[config.mk]
export PLATFORM = sky130hd
export DESIGN_NAME = gray_counter
export DESIGN_NICKNAME = d
export VERILOG_FILES = /design/src/logic/gray_pkg.sv /design/src/logic/prefix_and.sv /design/src/logic/inc_gray.sv /design/src/logic/gray_to_bin.sv /design/src/logic/gray_counter.sv
export SDC_FILE = /design/constraint.sdc
export NUM_CORES = 1
export LEC_CHECK = 0
export BUFFER_PORTS_ARGS = -buffer_cell sky130_fd_sc_hd__buf_2
export CAP_MARGIN = 20
export CORE_MARGIN = 2
export CORE_UTILIZATION = 51
export DETAILED_ROUTE_END_ITERATION = 10
export PLACE_DENSITY = 0.87
export SYNTH_ARGS = -nofsm -noshare
export SYNTH_HDL_FRONTEND = slang
export SYNTH_SLANG_ARGS = --single-unit
[constraint.sdc]
create_clock -name clk -period 3.9 [get_ports clk]
set_input_delay 0.585 -clock clk [delete_from_list [all_inputs] [get_ports clk]]
set_output_delay 0.585 -clock clk [all_outputs]
set_load 0.005 [all_outputs]
[src/logic/gray_pkg.sv]
// gray counter shared definitions
// word width, prefix network sizes, value types and the speed choice

package gray_pkg;

	// counter word width, fixed for the whole design
	localparam int GRAY_WIDTH = 16;

	// the incrementer lookahead covers all bits but the top one
	localparam int PREFIX_WIDTH = GRAY_WIDTH - 1;

	// tree depth of the fast prefix-and
	localparam int PREFIX_LEVELS = $clog2(PREFIX_WIDTH);
	// tree depth of the fast gray to binary network
	localparam int GRAY_LEVELS = $clog2(GRAY_WIDTH);

	// gray coded word
	typedef logic [GRAY_WIDTH-1:0] gray_t;

	// plain binary word
	typedef logic [GRAY_WIDTH-1:0] bin_t;

	// propagate vector in and out of the prefix-and
	typedef logic [PREFIX_WIDTH-1:0] prop_t;

	// last code before the wrap
	// binary all ones maps to only the top gray bit set
	localparam gray_t GRAY_LAST = {1'b1, {(GRAY_WIDTH-1){1'b0}}};

	// prefix architecture
	typedef enum logic {
		// serial ripple chain, smallest area
		SLOW = 1'b0,
		// sklansky tree, log2 depth
		FAST = 1'b1
	} speed_e;

endpackage

[src/logic/prefix_and.sv]
// parallel-prefix AND of a propagate vector
// po[i] is the AND of pi[i] down to pi[0]
// serial chain for SLOW, sklansky tree for FAST

module prefix_and
	import gray_pkg::*;
#(
	parameter speed_e speed = FAST
) (
	input  prop_t pi,
	output prop_t po
);

	if (speed == SLOW) begin : g_serial

		// ripple from bit 0 upwards
		always_comb begin
			logic acc;
			acc = 1'b1;
			for (int i = 0; i < PREFIX_WIDTH; i++) begin
				acc = acc & pi[i];
				po[i] = acc;
			end
		end

	end else begin : g_tree

		// one row per tree level
		// row 0 is the raw propagate input
		logic [PREFIX_LEVELS:0][PREFIX_WIDTH-1:0] lvl;

		assign lvl[0] = pi;

		for (genvar k = 0; k < PREFIX_LEVELS; k++) begin : g_level
			for (genvar i = 0; i < PREFIX_WIDTH; i++) begin : g_bit

				// top bit of the lower half of this block
				localparam int SRC = ((i >> k) << k) - 1;

				if (((i >> k) & 1) == 1) begin : g_comb
					// upper half of the block picks up the lower half
					assign lvl[k+1][i] = lvl[k][i] & lvl[k][SRC];
				end else begin : g_pass
					// lower half already complete at this level
					assign lvl[k+1][i] = lvl[k][i];
				end

			end
		end

		// last row holds the full prefix
		assign po = lvl[PREFIX_LEVELS];

	end

endmodule

[src/logic/inc_gray.sv]
// gray code incrementer
// parity plus prefix-and lookahead picks the one bit to flip
// parity enters the chain for SLOW, gates the outputs for FAST

module inc_gray
	import gray_pkg::*;
#(
	parameter speed_e speed = FAST
) (
	input  gray_t a,
	output gray_t z
);

	// parity of the gray word, equals the binary lsb
	logic  p;
	// prefix-and in and out
	prop_t pi;
	prop_t po;
	// flip candidates before the parity term
	logic  [GRAY_WIDTH-1:2] t1;
	// final flip mask, exactly one bit set
	gray_t t2;

	assign p = ^a;

	// propagate is the inverted lower bit
	// pi[i] covers a[i-1]
	assign pi[PREFIX_WIDTH-1:1] = ~a[GRAY_WIDTH-3:0];

	// slow form rides the parity through the chain
	if (speed == SLOW) begin : g_pi_slow
		assign pi[0] = p;
	end else begin : g_pi_fast
		assign pi[0] = 1'b1;
	end

	prefix_and #(
		.speed(speed)
	) i_prefix_and (
		.pi(pi),
		.po(po)
	);

	// middle bits flip when the bit below is set and all lower bits clear
	assign t1[GRAY_WIDTH-2:2] = a[GRAY_WIDTH-3:1] & po[GRAY_WIDTH-3:1];

	// top bit ignores a[n-2]
	// it acts as a wrap back to zero
	assign t1[GRAY_WIDTH-1] = po[GRAY_WIDTH-2];

	// fast form applies parity after the tree
	for (genvar i = 2; i < GRAY_WIDTH; i++) begin : g_mask
		if (speed == SLOW) begin : g_slow
			assign t2[i] = t1[i];
		end else begin : g_fast
			assign t2[i] = t1[i] & p;
		end
	end

	// bit 1 flips on odd parity with bit 0 set
	assign t2[1] = a[0] & p;
	// bit 0 flips on even parity
	assign t2[0] = ~p;

	assign z = a ^ t2;

endmodule

[src/logic/gray_to_bin.sv]
// gray to binary conversion
// b[i] is the XOR of g[i] and every gray bit above it
// suffix-XOR built as a serial chain or a sklansky tree

module gray_to_bin
	import gray_pkg::*;
#(
	parameter speed_e speed = FAST
) (
	input  gray_t g,
	output bin_t  b
);

	if (speed == SLOW) begin : g_serial

		// ripple from the msb downwards
		always_comb begin
			logic acc;
			acc = 1'b0;
			for (int i = GRAY_WIDTH - 1; i >= 0; i--) begin
				acc = acc ^ g[i];
				b[i] = acc;
			end
		end

	end else begin : g_tree

		// tree rows in reversed bit order
		// index j stands for gray bit n-1-j, so the suffix becomes a prefix
		logic [GRAY_LEVELS:0][GRAY_WIDTH-1:0] lvl;

		for (genvar j = 0; j < GRAY_WIDTH; j++) begin : g_in
			assign lvl[0][j] = g[GRAY_WIDTH-1-j];
		end

		for (genvar k = 0; k < GRAY_LEVELS; k++) begin : g_level
			for (genvar j = 0; j < GRAY_WIDTH; j++) begin : g_bit

				// top bit of the lower half of this block
				localparam int SRC = ((j >> k) << k) - 1;

				if (((j >> k) & 1) == 1) begin : g_comb
					// fold in the finished lower half
					assign lvl[k+1][j] = lvl[k][j] ^ lvl[k][SRC];
				end else begin : g_pass
					assign lvl[k+1][j] = lvl[k][j];
				end

			end
		end

		// undo the bit reversal
		for (genvar j = 0; j < GRAY_WIDTH; j++) begin : g_out
			assign b[GRAY_WIDTH-1-j] = lvl[GRAY_LEVELS][j];
		end

	end

endmodule

[src/logic/gray_counter.sv]
// registered gray code counter
// load a binary start value, step by one gray code, or hold
// shows the count as gray and binary, pulses wrapped on rollover

module gray_counter
	import gray_pkg::*;
#(
	parameter speed_e speed = FAST
) (
	input  logic  clk,
	input  logic  arst_n,
	input  logic  en,
	input  logic  load,
	input  bin_t  load_value,
	output gray_t count_gray,
	output bin_t  count_bin,
	output logic  wrapped
);

	// count register
	gray_t count_q;
	gray_t count_next;

	// next gray code from the incrementer
	gray_t inc_value;

	// gray form of the load value
	gray_t load_gray;

	// step from the last code back to zero
	logic  wrap_hit;
	logic  wrapped_q;

	// binary to gray on load
	// one shift and one xor
	assign load_gray = load_value ^ (load_value >> 1);

	inc_gray #(
		.speed(speed)
	) i_inc_gray (
		.a(count_q),
		.z(inc_value)
	);

	// load has priority over en
	always_comb begin
		if (load) begin
			count_next = load_gray;
		end else if (en) begin
			count_next = inc_value;
		end else begin
			count_next = count_q;
		end
	end

	always_ff @(posedge clk or negedge arst_n) begin
		if (!arst_n) begin
			count_q <= '0;
		end else begin
			count_q <= count_next;
		end
	end

	// a real increment out of binary all ones
	assign wrap_hit = en & ~load & (count_q == GRAY_LAST);

	// pulse lines up with the zero count
	always_ff @(posedge clk or negedge arst_n) begin
		if (!arst_n) begin
			wrapped_q <= 1'b0;
		end else begin
			wrapped_q <= wrap_hit;
		end
	end

	// binary view of the register
	// valid in the same cycle as count_gray
	gray_to_bin #(
		.speed(speed)
	) i_gray_to_bin (
		.g(count_q),
		.b(count_bin)
	);

	assign count_gray = count_q;
	assign wrapped    = wrapped_q;

	// a plain step moves exactly one gray bit
	// checks incrementer and register together
	a_one_bit_step : assert property (
		@(posedge clk) disable iff (!arst_n)
		(en && !load) |=> ($countones(count_gray ^ $past(count_gray)) == 1)
	) else $error("gray step did not change exactly one bit");

	// wrapping takes 2^16 steps, so the pulse is never back to back
	a_wrap_single : assert property (
		@(posedge clk) disable iff (!arst_n)
		wrapped |=> !wrapped
	) else $error("wrapped high two cycles in a row");

	// a wrap lands on zero
	a_wrap_zero : assert property (
		@(posedge clk) disable iff (!arst_n)
		wrapped |-> (count_gray == '0)
	) else $error("wrapped without zero count");

endmodule

* Word level (Yosys, flattened, before mapping)
Index checks and enable logic that the tools add are counted.
** Word-level totals
- Flip-flop bits (word level) :: 17
- Bits of input ports :: 20
- Output and inout bits :: 33
- Logic and storage cells :: 89
** Operators by class
- Equal/unequal tests :: 1
- Multiplexer cells :: 2
- Bitwise gates (word level) :: 82
- Reductions and logical operators :: 2
** Operators by type and width (count)
- 1-bit AND :: 44
- 16-bit two-way mux :: 2
- 1-bit bitwise XOR :: 32
- 16-bit equality test, second input constant :: 1
- 16-bit XOR reduction :: 1
- 16-bit by 15-bit bitwise XOR with 16-bit output :: 1
- 16-bit bitwise XOR :: 1
- 14-bit inverter :: 1
- 13-bit AND :: 1
- 1-bit inverter :: 2
- 2-bit nonzero test :: 1

* Logic depth before layout (Yosys ltp)
Gate-level depths: netlist of the first run.
- Word-level depth :: 10
- Mapped depth :: 12
- Mapped depth without buffers :: 10

* By module
Synthesis of the first run repeated with hierarchy kept, for this count alone.
** Unflattened totals
- Cells, all modules :: 210
- Area total of the unflattened synthesis :: 1859.3 um2
** By module, submodules not included
- gray_counter :: instances 1, cells an instance 92, area an instance 950.9 um2, sequential area each 425.4 um2
- inc_gray :: instances 1, cells an instance 62, area an instance 435.4 um2, sequential area each 0.0 um2
- gray_to_bin :: instances 1, cells an instance 29, area an instance 311.5 um2, sequential area each 0.0 um2
- prefix_and :: instances 1, cells an instance 27, area an instance 161.4 um2, sequential area each 0.0 um2

* Least setup slack after synthesis of the first run
Ideal clock, no wire load.
- Path type :: register -> register
- From :: reg count_q[11], in the netlist count_gray[11]
- To :: reg count_q[0], in the netlist count_gray[0]
- Arrival :: 2.962 ns
- Data required time :: 3.817 ns
- Setup slack :: 0.856 ns
- Stages on the path, launching flop included :: 13
- Buffers on the path :: 2
- Period minus slack after synthesis :: 3.044 ns
- Cell sequence :: dfrtp_1 > inv_1 > ha_1 > xnor2_1 > xnor3_2 > xor2_1 > buf_6 > clkbuf_1 > inv_1 > ha_1 > nand2_1 > o21ai_0 > o21ai_0
** On the way
- Longest elaborated chain between the ends :: 5
** Ends and longest elaborated chain
- start, declared :: RTL line gray_counter.sv:21 : gray_t count_q;
- start signal, assigned :: RTL line gray_counter.sv:60 : count_q <= count_next;
- 16-bit XOR reduction :: RTL line inc_gray.sv:24 : assign p = ^a;
- 1-bit inverter :: RTL line inc_gray.sv:63 : assign t2[0] = ~p;
- 16-bit bitwise XOR :: RTL line inc_gray.sv:65 : assign z = a ^ t2;
- 16-bit two-way mux :: RTL line gray_counter.sv:49 : end else if (en) begin
- 16-bit two-way mux :: RTL line gray_counter.sv:47 : if (load) begin
Every way passes these cells. The select of a mux whose other input is x is not followed.
A chain may end at the register's enable or synchronous reset.

* Worst setup path in the final report of the first run
- From :: reg count_q[11], in the netlist count_gray[11]
- To :: out count_bin[0]
** On the way
- Longest elaborated chain between the ends :: 4
** Ends and longest elaborated chain
- 1-bit bitwise XOR (4 in a row) :: RTL line gray_to_bin.sv:44 : assign lvl[k+1][j] = lvl[k][j] ^ lvl[k][SRC];
- end, declared :: RTL line gray_counter.sv:16 : output bin_t count_bin,
Every way passes these cells.

==> reports/metrics.yaml, run 1 <==
antenna_found_initial: 0
dpl.hpwl_um: 3220
die_y_um: 60.5
cts_sinks: 17
gp_congestion: 0.890
cts-resized-gates: 0
tns_ns: 0
ioPinCount: 53
nets: 272
p_leak_uw: 0.000895
finalClockSkew_ns: 0.00475
pre_cts_slack_ns: 0.893
vdd_drop_max_mv: 0.413
p_sw_share_pct: 51.7
fillerInstances: 275
syn_nets: 222
grt_max_degree: 21
drtIter0Drc: 85
yosys.area.top_type: "dfrtp_1"
synth_edf_count: 0
final_max_slew_viol_count: 0
grt_pass1_vias: 1470
grt.overflow.total: 0
r2r_start: "count_gray[11]$_DFFE_PN0P_"
worst_pin_slew_ns: 0.722
yosys-top-cells-area: "dfrtp_1 26%, xnor2_1 10%, ha_1 7.7%"
grt_pass1_wl_um: 6580
outcome: "complete, no violations"
wirelength_um: 4060
netlist.area_leader.share_pct: 26.1
p_int_uw: 716
synth_area_um2: 1630
syn_to_final_growth_pct: 19.0
rows: 20
ys_ff_latch: 17
seq_area_frac_synth_pct: 26.1
r2r_slack_ns: 0.82
sequentialPowerShare_pct: 16.9
rr_worst_depth: 8
power.density_nw_per_um2: 765
cap_violations: 0
clock_latency_ns: 0.30
htreeDepth: 1
vias: 1610
finalCritPeriodShare_pct: 85.8
rsz0062_at_grt: "false"
hold_class: "input port to async pin"
worstSetupStartpoint: "count_gray[11]$_DFFE_PN0P_"
num_antenna_cells: 0
initial_utilization_pct: 53.4
ys_top_cells_by_count: "21 x inv_1, 19 x xnor2_1, 17 x dfrtp_1, 15 x nand2_1, 15 x nand4_1"
p_comb_share_pct: 76.3
relSlewSlack_pct: 51.5
ys_types: 29
cts_tree: "yes"
fin_crit_ns: 3.35
die-area_um2: 3660
die_x_um: 60.5
ys.flop_type: "dfrtp_1"
ant_nets: 0
io_buffer_count: 52
avgRoutedWirePerCell_um: 14.2
core-area_um2: 3050
finalHoldViolCount: 0
start_kind: "flop"
numCtsBuffers: 3
cp.required_ns: 3.31
synthArstFlopShare_pct: 100
clkPwrFrac_pct: 6.8
switching_power_uw: 767
root_buffer: "clkbuf_4"
synth.avg_cell_area_um2: 8.48
ctsHoldBuffers: 0
clk_path_buf_depth: 2
yosysMostFrequentCell: "inv_1"
postCtsSetupRepairBufs: 0
setup_viol: 0
drive_gt1_share_pct: 25.3
layout_setup_ws_ns: 0.554
fmax_mhz: 299
crit_path_end_kind: "output pin"
arrival_ns: 2.76
track_usage_pct: 23.9
first_pass_iters: 4
syn_inst: 192
drc_errors: 0
synth_warnings: 0
worstPathMaxFanout: 7
viasPerCell: 5.65
clk_pin_slew_ns: 0.11
criticalPathCategory: "flop to output pin"
## critical path, cell delays in order (launching register included)
cell,delay [ns]
dfrtp_1,0.43
inv_1,0.17
ha_1,0.31
xnor2_1,0.50
xnor3_2,0.51
xor2_1,0.22
inv_1,0.16
buf_2,0.16
## final timing paths
| kind | end |
|---|---|
| max | count_bin[0] |
| min | count_gray[2]$_DFFE_PN0P_ |
| max reg2reg | count_gray[8]$_DFFE_PN0P_ |
| min reg2reg | count_gray[15]$_DFFE_PN0P_ |
| max in group asynchronous | count_gray[7]$_DFFE_PN0P_ |
| min in group clk | count_gray[15]$_DFFE_PN0P_ |
## per-stage QoR
stage                     util [%]  area (µm²)  total power, µW  instances  hold WS [ns]
after global placement        62.6        1910             1340        281         0.537
after detailed placement      62.6        1910             1380        281         0.540
final                         63.5        1940             1480        285         0.195
after floorplan                  -        1630             1070        192         0.289
after global routing          63.5        1940             1630        285         0.213
after CTS                     63.5        1940             1480        285         0.203
## layer usage
metal  GRT usage [%]  part of all wire, %  vias to the layer above
li1                -                    -                      798
met1            32.0                   44                      752
met2            39.4                   49                       48
met3            3.62                  4.4                       12
met4            8.70                  2.2                        0
met5               0                    0                        -
## final cells by class
class	count	area [µm²]	share of cell area, %
Clock buffer	3	22.5	1.16
Clock inverter	1	5.00	0.258
Inverter	22	82.6	4.26
Multi-Input combinational cell	144	1070	55.3
Sequential cell	17	425	21.9
Tap cell	44	55.1	2.84
Timing Repair Buffer	54	275	14.2
## placed cells by master, fill, tap and decap left out, types with 2 or more instances in the layout
cell type / netlist / final
nor2b_1: 3 / 3
o31ai_1: 5 / 5
xnor2_1: 19 / 19
ha_1: 10 / 10
buf_2: 0 / 52
nand3_1: 2 / 2
o31a_1: 10 / 10
a31oi_1: 9 / 9
o21ai_0: 3 / 3
nor3_1: 3 / 3
nor2_1: 12 / 12
clkbuf_4: 0 / 3
inv_1: 21 / 21
o2111ai_1: 3 / 3
buf_4: 2 / 2
nor4_1: 6 / 6
dfrtp_1: 17 / 17
xor2_1: 14 / 14
a41oi_1: 2 / 2
a41o_1: 3 / 3
and2_1: 2 / 2
nand2_1: 15 / 15
or4_1: 4 / 4
nand4_1: 15 / 15
## power by group through the flow
stage	Clock (µW)	Combinational [µW]	Sequential [µW]
3_3_place_gp	0	1090	252
5_1_grt	110	1260	257
3_5_place_dp	0	1120	254
4_1_cts	102	1130	250
6_report	100	1130	251
2_1_floorplan	0	821	250
## kinds of logic after synthesis
logic type | Yosys count | synth area share (%)
xor gates and xnor gates | 35 | 20.9
DFF | 17 | 26.1
AOI/OAI and AO/OA | 36 | 17.1
adders and majority gates | 10 | 7.68
buffers and inverters | 31 | 8.06
and+or+nand+nor | 63 | 20.1
## sequential cells by signal, indices dropped and copies added, names as in the netlist
signal and cells:
count_gray 16, wrapped 1
Power figures use the tool's default switching activity.
==> run 2, diff against run 1 <==
--- a/config.mk
+++ b/config.mk
@@ -8,9 +8,10 @@
 export BUFFER_PORTS_ARGS = -buffer_cell sky130_fd_sc_hd__buf_2
 export CAP_MARGIN = 20
 export CORE_MARGIN = 2
-export CORE_UTILIZATION = 51
+export CORE_UTILIZATION = 46
 export DETAILED_ROUTE_END_ITERATION = 10
-export PLACE_DENSITY = 0.87
+export PLACE_DENSITY = 0.83
+export RECOVER_POWER = 100
 export SYNTH_ARGS = -nofsm -noshare
 export SYNTH_HDL_FRONTEND = slang
 export SYNTH_SLANG_ARGS = --single-unit
==> constraint.sdc (replaced) <==
create_clock -name clk -period 2.9 [get_ports clk]
set_input_delay 0.435 -clock clk [delete_from_list [all_inputs] [get_ports clk]]
set_output_delay 0.435 -clock clk [all_outputs]
set_load 0.005 [all_outputs]
==> reports/metrics.yaml, run 2 (same netlist as run 1, synthesis figures left out) <==
setup_viol: 0
criticalPathCategory: "flop to output pin"
antenna_found_initial: 0
fillerInstances: 327
p_leak_uw: 0.000962
clock_latency_ns: 0.30
htreeDepth: 1
worstPathMaxFanout: 6
syn_to_final_growth_pct: 29.9
cp.required_ns: 2.47
outcome: "complete, no violations"
clk_path_buf_depth: 2
nets: 296
met2_usage_pct: 33.2
arrival_ns: 2.37
numCtsBuffers: 3
clk_pin_slew_ns: 0.12
worst_pin_slew_ns: 1.00
drive_gt1_share_pct: 30.2
first_pass_iters: 4
dpl.hpwl_um: 3080
avgRoutedWirePerCell_um: 14.4
vdd_drop_max_mv: 0.592
die-area_um2: 4030
drc_errors: 0
ctsHoldBuffers: 0
finalClockSkew_ns: 0.0171
ant_nets: 0
largest_reg_flops: 16
die_y_um: 63.5
vias: 1730
fin_cells: 311
viasPerCell: 5.56
power.density_nw_per_um2: 1260
core-area_um2: 3360
final_cell_mix: "45 x buf_2, 17 x xnor2_1, 16 x inv_1, 16 x dfrtp_1, 16 x buf_4"
rows: 21
initial_utilization_pct: 48.4
grtUsageMet3_pct: 1.61
ioPinCount: 53
wirelength_um: 4490
gp_congestion: 0.852
grt.overflow.total: 0
cts_tree: "yes"
grt_max_degree: 22
layout_commonest_cell: "buf_2"
crit_path_end_kind: "output pin"
grt_pass1_wl_um: 6820
grt_pass1_vias: 1480
relSlewSlack_pct: 33.2
hold_class: "input port to async pin"
cts_sinks: 17
fmax_mhz: 357
utilization_pct: 62.9
start_kind: "flop"
finalCritPeriodShare_pct: 96.7
cap_violations: 0
dp_cells: 291
die_x_um: 63.5
finalHoldViolCount: 0
final_max_slew_viol_count: 0
top_usage_layer: "met2"
fin_crit_ns: 2.80
root_buffer: "clkbuf_4"
num_antenna_cells: 0
drtIter0Drc: 78
track_usage_pct: 20.9
io_buffer_count: 52
grt_util_met1_pct: 29.6
-- run 2: cell type report --
cell class              instances  area (µm²)  area share [%]
well taps                      46        57.6            2.72
clock buffers                   3        22.5            1.06
multi-input cells             144        1100            51.9
flip-flops and latches         17         427            20.2
inverters                      22        86.3            4.08
clock inverters                 1        5.00           0.237
repair buffers                 78         420            19.9
-- run 2: path summary, 6_finish.rpt --
| kind | startpoint | endpoint | slack (ns) | cells after the start |
|---|---|---|---|---|
| worst max-delay path | count_gray[8]$_DFFE_PN0P_ | count_bin[0] | 0.1 | 8 |
| worst min-delay path | arst_n | count_gray[13]$_DFFE_PN0P_ | 0.26 | 1 |
| worst max register to register | count_gray[8]$_DFFE_PN0P_ | count_gray[13]$_DFFE_PN0P_ | 0.19 | 9 |
| worst min register to register | count_gray[9]$_DFFE_PN0P_ | count_gray[9]$_DFFE_PN0P_ | 0.63 | 3 |
| max in group asynchronous | arst_n | count_gray[4]$_DFFE_PN0P_ | 1.95 | 1 |
| min in group clk | load_value[15] | count_gray[15]$_DFFE_PN0P_ | 0.41 | 3 |
-- run 2: timing repair --
item                       CTS  global route
setup endpoints to repair    1             2
hold endpoints to repair     0             0
buffers inserted             4            11
pin swaps                    1             3
gates resized for setup      6             7
gates cloned                 0             1
-- run 2: stage by stage --
step / area, µm² / setup TNS, ns / power [µW] / setup slack, ns / hold WS (ns)
4_1_cts: 2060 / 0 / 2120 / 0.0150 / 0.0482
3_3_place_gp: 1980 / 0 / 1880 / 0.254 / 0.387
6_report: 2120 / 0 / 2660 / 0.0961 / 0.260
2_1_floorplan: 1640 / 0 / 1460 / 0.0628 / 0.139
3_5_place_dp: 1980 / 0 / 1890 / 0.194 / 0.388
5_1_grt: 2120 / -0.0380 / 2890 / -0.0309 / 0.337
-- run 2: worst max-delay path, stage by stage, from the launching register on --
cell        delay (ns)
dfrtp_1           0.37
inv_1             0.06
ha_1              0.35
xnor2_2           0.18
xnor3_1           0.47
xor2_2            0.19
buf_6             0.15
clkinvlp_4        0.13
buf_2             0.15
-- run 2: report_power, final --
part	total (µW)	internal (µW)	switching (µW)
combinational	2200	1080	1120
sequential	327	281	45.7
clock	136	51.4	85.0
-- run 2: per-layer routing --
layer | wire, µm | vias to the layer above | part of all wire, %
met4 | 97 | 0 | 2.2
met2 | 2130 | 82 | 47
met5 | 0 | - | 0
met1 | 1960 | 796 | 44
li1 | - | 842 | -
met3 | 305 | 10 | 6.8
==> run 3, diff against run 2 <==
--- a/config.mk
+++ b/config.mk
@@ -5,12 +5,14 @@
 export SDC_FILE = /design/constraint.sdc
 export NUM_CORES = 1
 export LEC_CHECK = 0
+export ABC_AREA = 1
 export BUFFER_PORTS_ARGS = -buffer_cell sky130_fd_sc_hd__buf_2
 export CAP_MARGIN = 20
 export CORE_MARGIN = 2
-export CORE_UTILIZATION = 46
+export CORE_UTILIZATION = 48
+export CTS_CLUSTER_DIAMETER = 50
 export DETAILED_ROUTE_END_ITERATION = 10
-export PLACE_DENSITY = 0.83
+export PLACE_DENSITY = 0.84
 export RECOVER_POWER = 100
 export SYNTH_ARGS = -nofsm -noshare
 export SYNTH_HDL_FRONTEND = slang
==> reports/metrics.yaml, run 3 <==
synth_xor_area_share_pct: 8.73
synth_edf_count: 0
largest_reg_flops: 16
cp_slowest_stage_delay_ns: 0.44
finalClockSkew_ns: 0.00226
num_antenna_cells: 0
crit_path_end_kind: "output pin"
dpl.hpwl_um: 3680
nets: 373
netlist.area_leader.share_pct: 22.5
io_buffer_count: 52
drtIter0Drc: 96
power.density_nw_per_um2: 667
grt.overflow.total: 0
r2r_slack_ns: 0.70
vias: 2001
clock_latency_ns: 0.25
wirelength_um: 4710
avgRoutedWirePerCell_um: 12.1
viasPerCell: 5.13
ioPinCount: 53
synth_area_um2: 1890
fillerInstances: 383
gp_congestion: 0.876
cap_violations: 0
synthAdderAreaFrac_pct: 6.61
synth.avg_cell_area_um2: 6.46
synth_compound_area_share_pct: 9.52
ys_top_cells_by_count: "75 x nand2_1, 51 x inv_1, 33 x nand3_1, 17 x dfrtp_1"
clk_path_buf_depth: 2
first_pass_iters: 5
numCtsBuffers: 3
yosys.area.top_type: "dfrtp_1"
die-area_um2: 4460
cp.required_ns: 2.47
slowest_stage: "dfrtp_1"
grt_max_degree: 24
critical_path.endpoint: "count_bin[5]"
die_x_um: 66.8
relSlewSlack_pct: 33.5
initial_utilization_pct: 50.9
cts_tree: "yes"
fmax_mhz: 376
worst-path-stages: 10
layout_commonest_cell: "nand2_1"
crit_family: "XOR/XNOR gates"
worstSetupStartpoint: "count_gray[13]$_DFFE_PN0P_"
final_cell_mix: "79 x nand2_1, 52 x inv_1, 36 x nand3_1"
ctsHoldBuffers: 0
criticalPathCategory: "flop to output pin"
cts-resized-gates: 0
cts_sinks: 17
setup_viol: 0
crit_chain: "inv_1 > ha_1 > inv_1 > nand2_2 > nand2_4 > nand2_4 > nand2_8 > xor2_1 > xor2_1 > clkbuf_1"
yosysMostFrequentCell: "nand2_1"
syn_nets: 323
tns_ns: 0
critPathBufInv: 3
start_kind: "flop"
finalCritPeriodShare_pct: 91.8
arrival_ns: 2.23
grt_pass1_vias: 1709
yosys-top-cells-area: "dfrtp_1 22%, nand2_1 15%, inv_1 10%"
syn_inst: 293
synth_warnings: 0
r2r_start: "count_gray[7]$_DFFE_PN0P_"
ys_ff_latch: 17
core-area_um2: 3720
grt_pass1_wl_um: 7640
synthArstFlopShare_pct: 100
reg2reg_to: "count_gray[2]$_DFFE_PN0P_"
ys.flop_type: "dfrtp_1"
antenna_found_initial: 0
p_leak_uw: 0.00120
seq_area_frac_synth_pct: 22.5
rsz0062_at_grt: "false"
drive_gt1_share_pct: 16.1
worstPathMaxFanout: 6
track_usage_pct: 22.4
postCtsSetupRepairBufs: 0
htreeDepth: 1
rows: 22
die_y_um: 66.8
placed_cell_area_um2: 2160
fin_crit_ns: 2.66
ant_nets: 0
hold_class: "input port to async pin"
finalHoldViolCount: 0
drc_errors: 0
final_max_slew_viol_count: 0
synthSimpleGateAreaFrac_pct: 39.2
worst_pin_slew_ns: 0.998
outcome: "complete, no violations"
vdd_drop_max_mv: 0.220
root_buffer: "clkbuf_8"
synth_top_family_by_area: "simple AND/OR/NAND/NOR gates"
postLayoutCellArea_um2: 2170
holdWs_ns: 0.320
rr_worst_depth: 14
synthMuxAreaShare_pct: 0
ys_types: 30
clk_pin_slew_ns: 0.07
syn_to_final_growth_pct: 14.5
[run 3: power by group]
group	total, µW	internal [µW]	leakage, µW	switching [µW]
clock network	183	97.6	0.0000228	85.4
registers	325	271	0.000199	53.4
logic	937	344	0.000977	593
[run 3: worst min path at each step]
stage / end
global route: count_gray[12]$_DFFE_PN0P_
global placement: count_gray[12]$_DFFE_PN0P_
detailed placement: count_gray[12]$_DFFE_PN0P_
finish: count_gray[12]$_DFFE_PN0P_
floorplan: count_gray[0]$_DFFE_PN0P_
CTS: count_gray[12]$_DFFE_PN0P_
[run 3: worst register-to-register path, cell delays in order (launching register included)]
cell	delay [ns]
dfrtp_1	0.49
inv_1	0.12
ha_1	0.34
inv_1	0.09
nand2_1	0.06
nand2_1	0.13
nand2_1	0.07
nand2_1	0.08
nand2_1	0.10
nand2_4	0.23
nand2_1	0.10
nand2_1	0.07
nand3_1	0.06
nand3_1	0.12
inv_1	0.04
[run 3: through the flow]
step | cells | worst slack [ns] | utilization (%) | total power [µW]
after global placement | 386 | 0.561 | 58.2 | 1290
after floorplan | 293 | 0.773 | - | 1040
after detailed placement | 386 | 0.513 | 58.2 | 1310
final | 390 | 0.239 | 58.3 | 1450
after global routing | 390 | 0.0563 | 58.3 | 1590
after CTS | 390 | 0.237 | 59.4 | 1500
[run 3: final cells by class]
type	count	area, µm²	share of cell area (%)
clock buffers	4	45.0	2.08
well taps	48	60.1	2.77
repair buffers	53	250	11.6
flip-flops and latches	17	425	19.6
inverters	53	199	9.19
multi-input cells	215	1190	54.8
[run 3: logic make-up after synthesis]
group | Yosys count
buffers and inverters | 61
DFF | 17
and+or+nand+nor | 153
xor gates and xnor gates | 18
AOI/OAI and AO/OA | 34
adders and majority gates | 10
[run 3: per-layer routing]
| layer | part of all wire [%] | wire length, µm | up-vias | track usage [%] |
|---|---|---|---|---|
| met1 | 46 | 2180 | 888 | 30.9 |
| met4 | 1.5 | 70 | 0 | 6.12 |
| li1 | - | - | 1028 | - |
| met2 | 45 | 2120 | 78 | 36.8 |
| met5 | 0 | 0 | - | 0 |
| met3 | 7.2 | 339 | 7 | 2.87 |
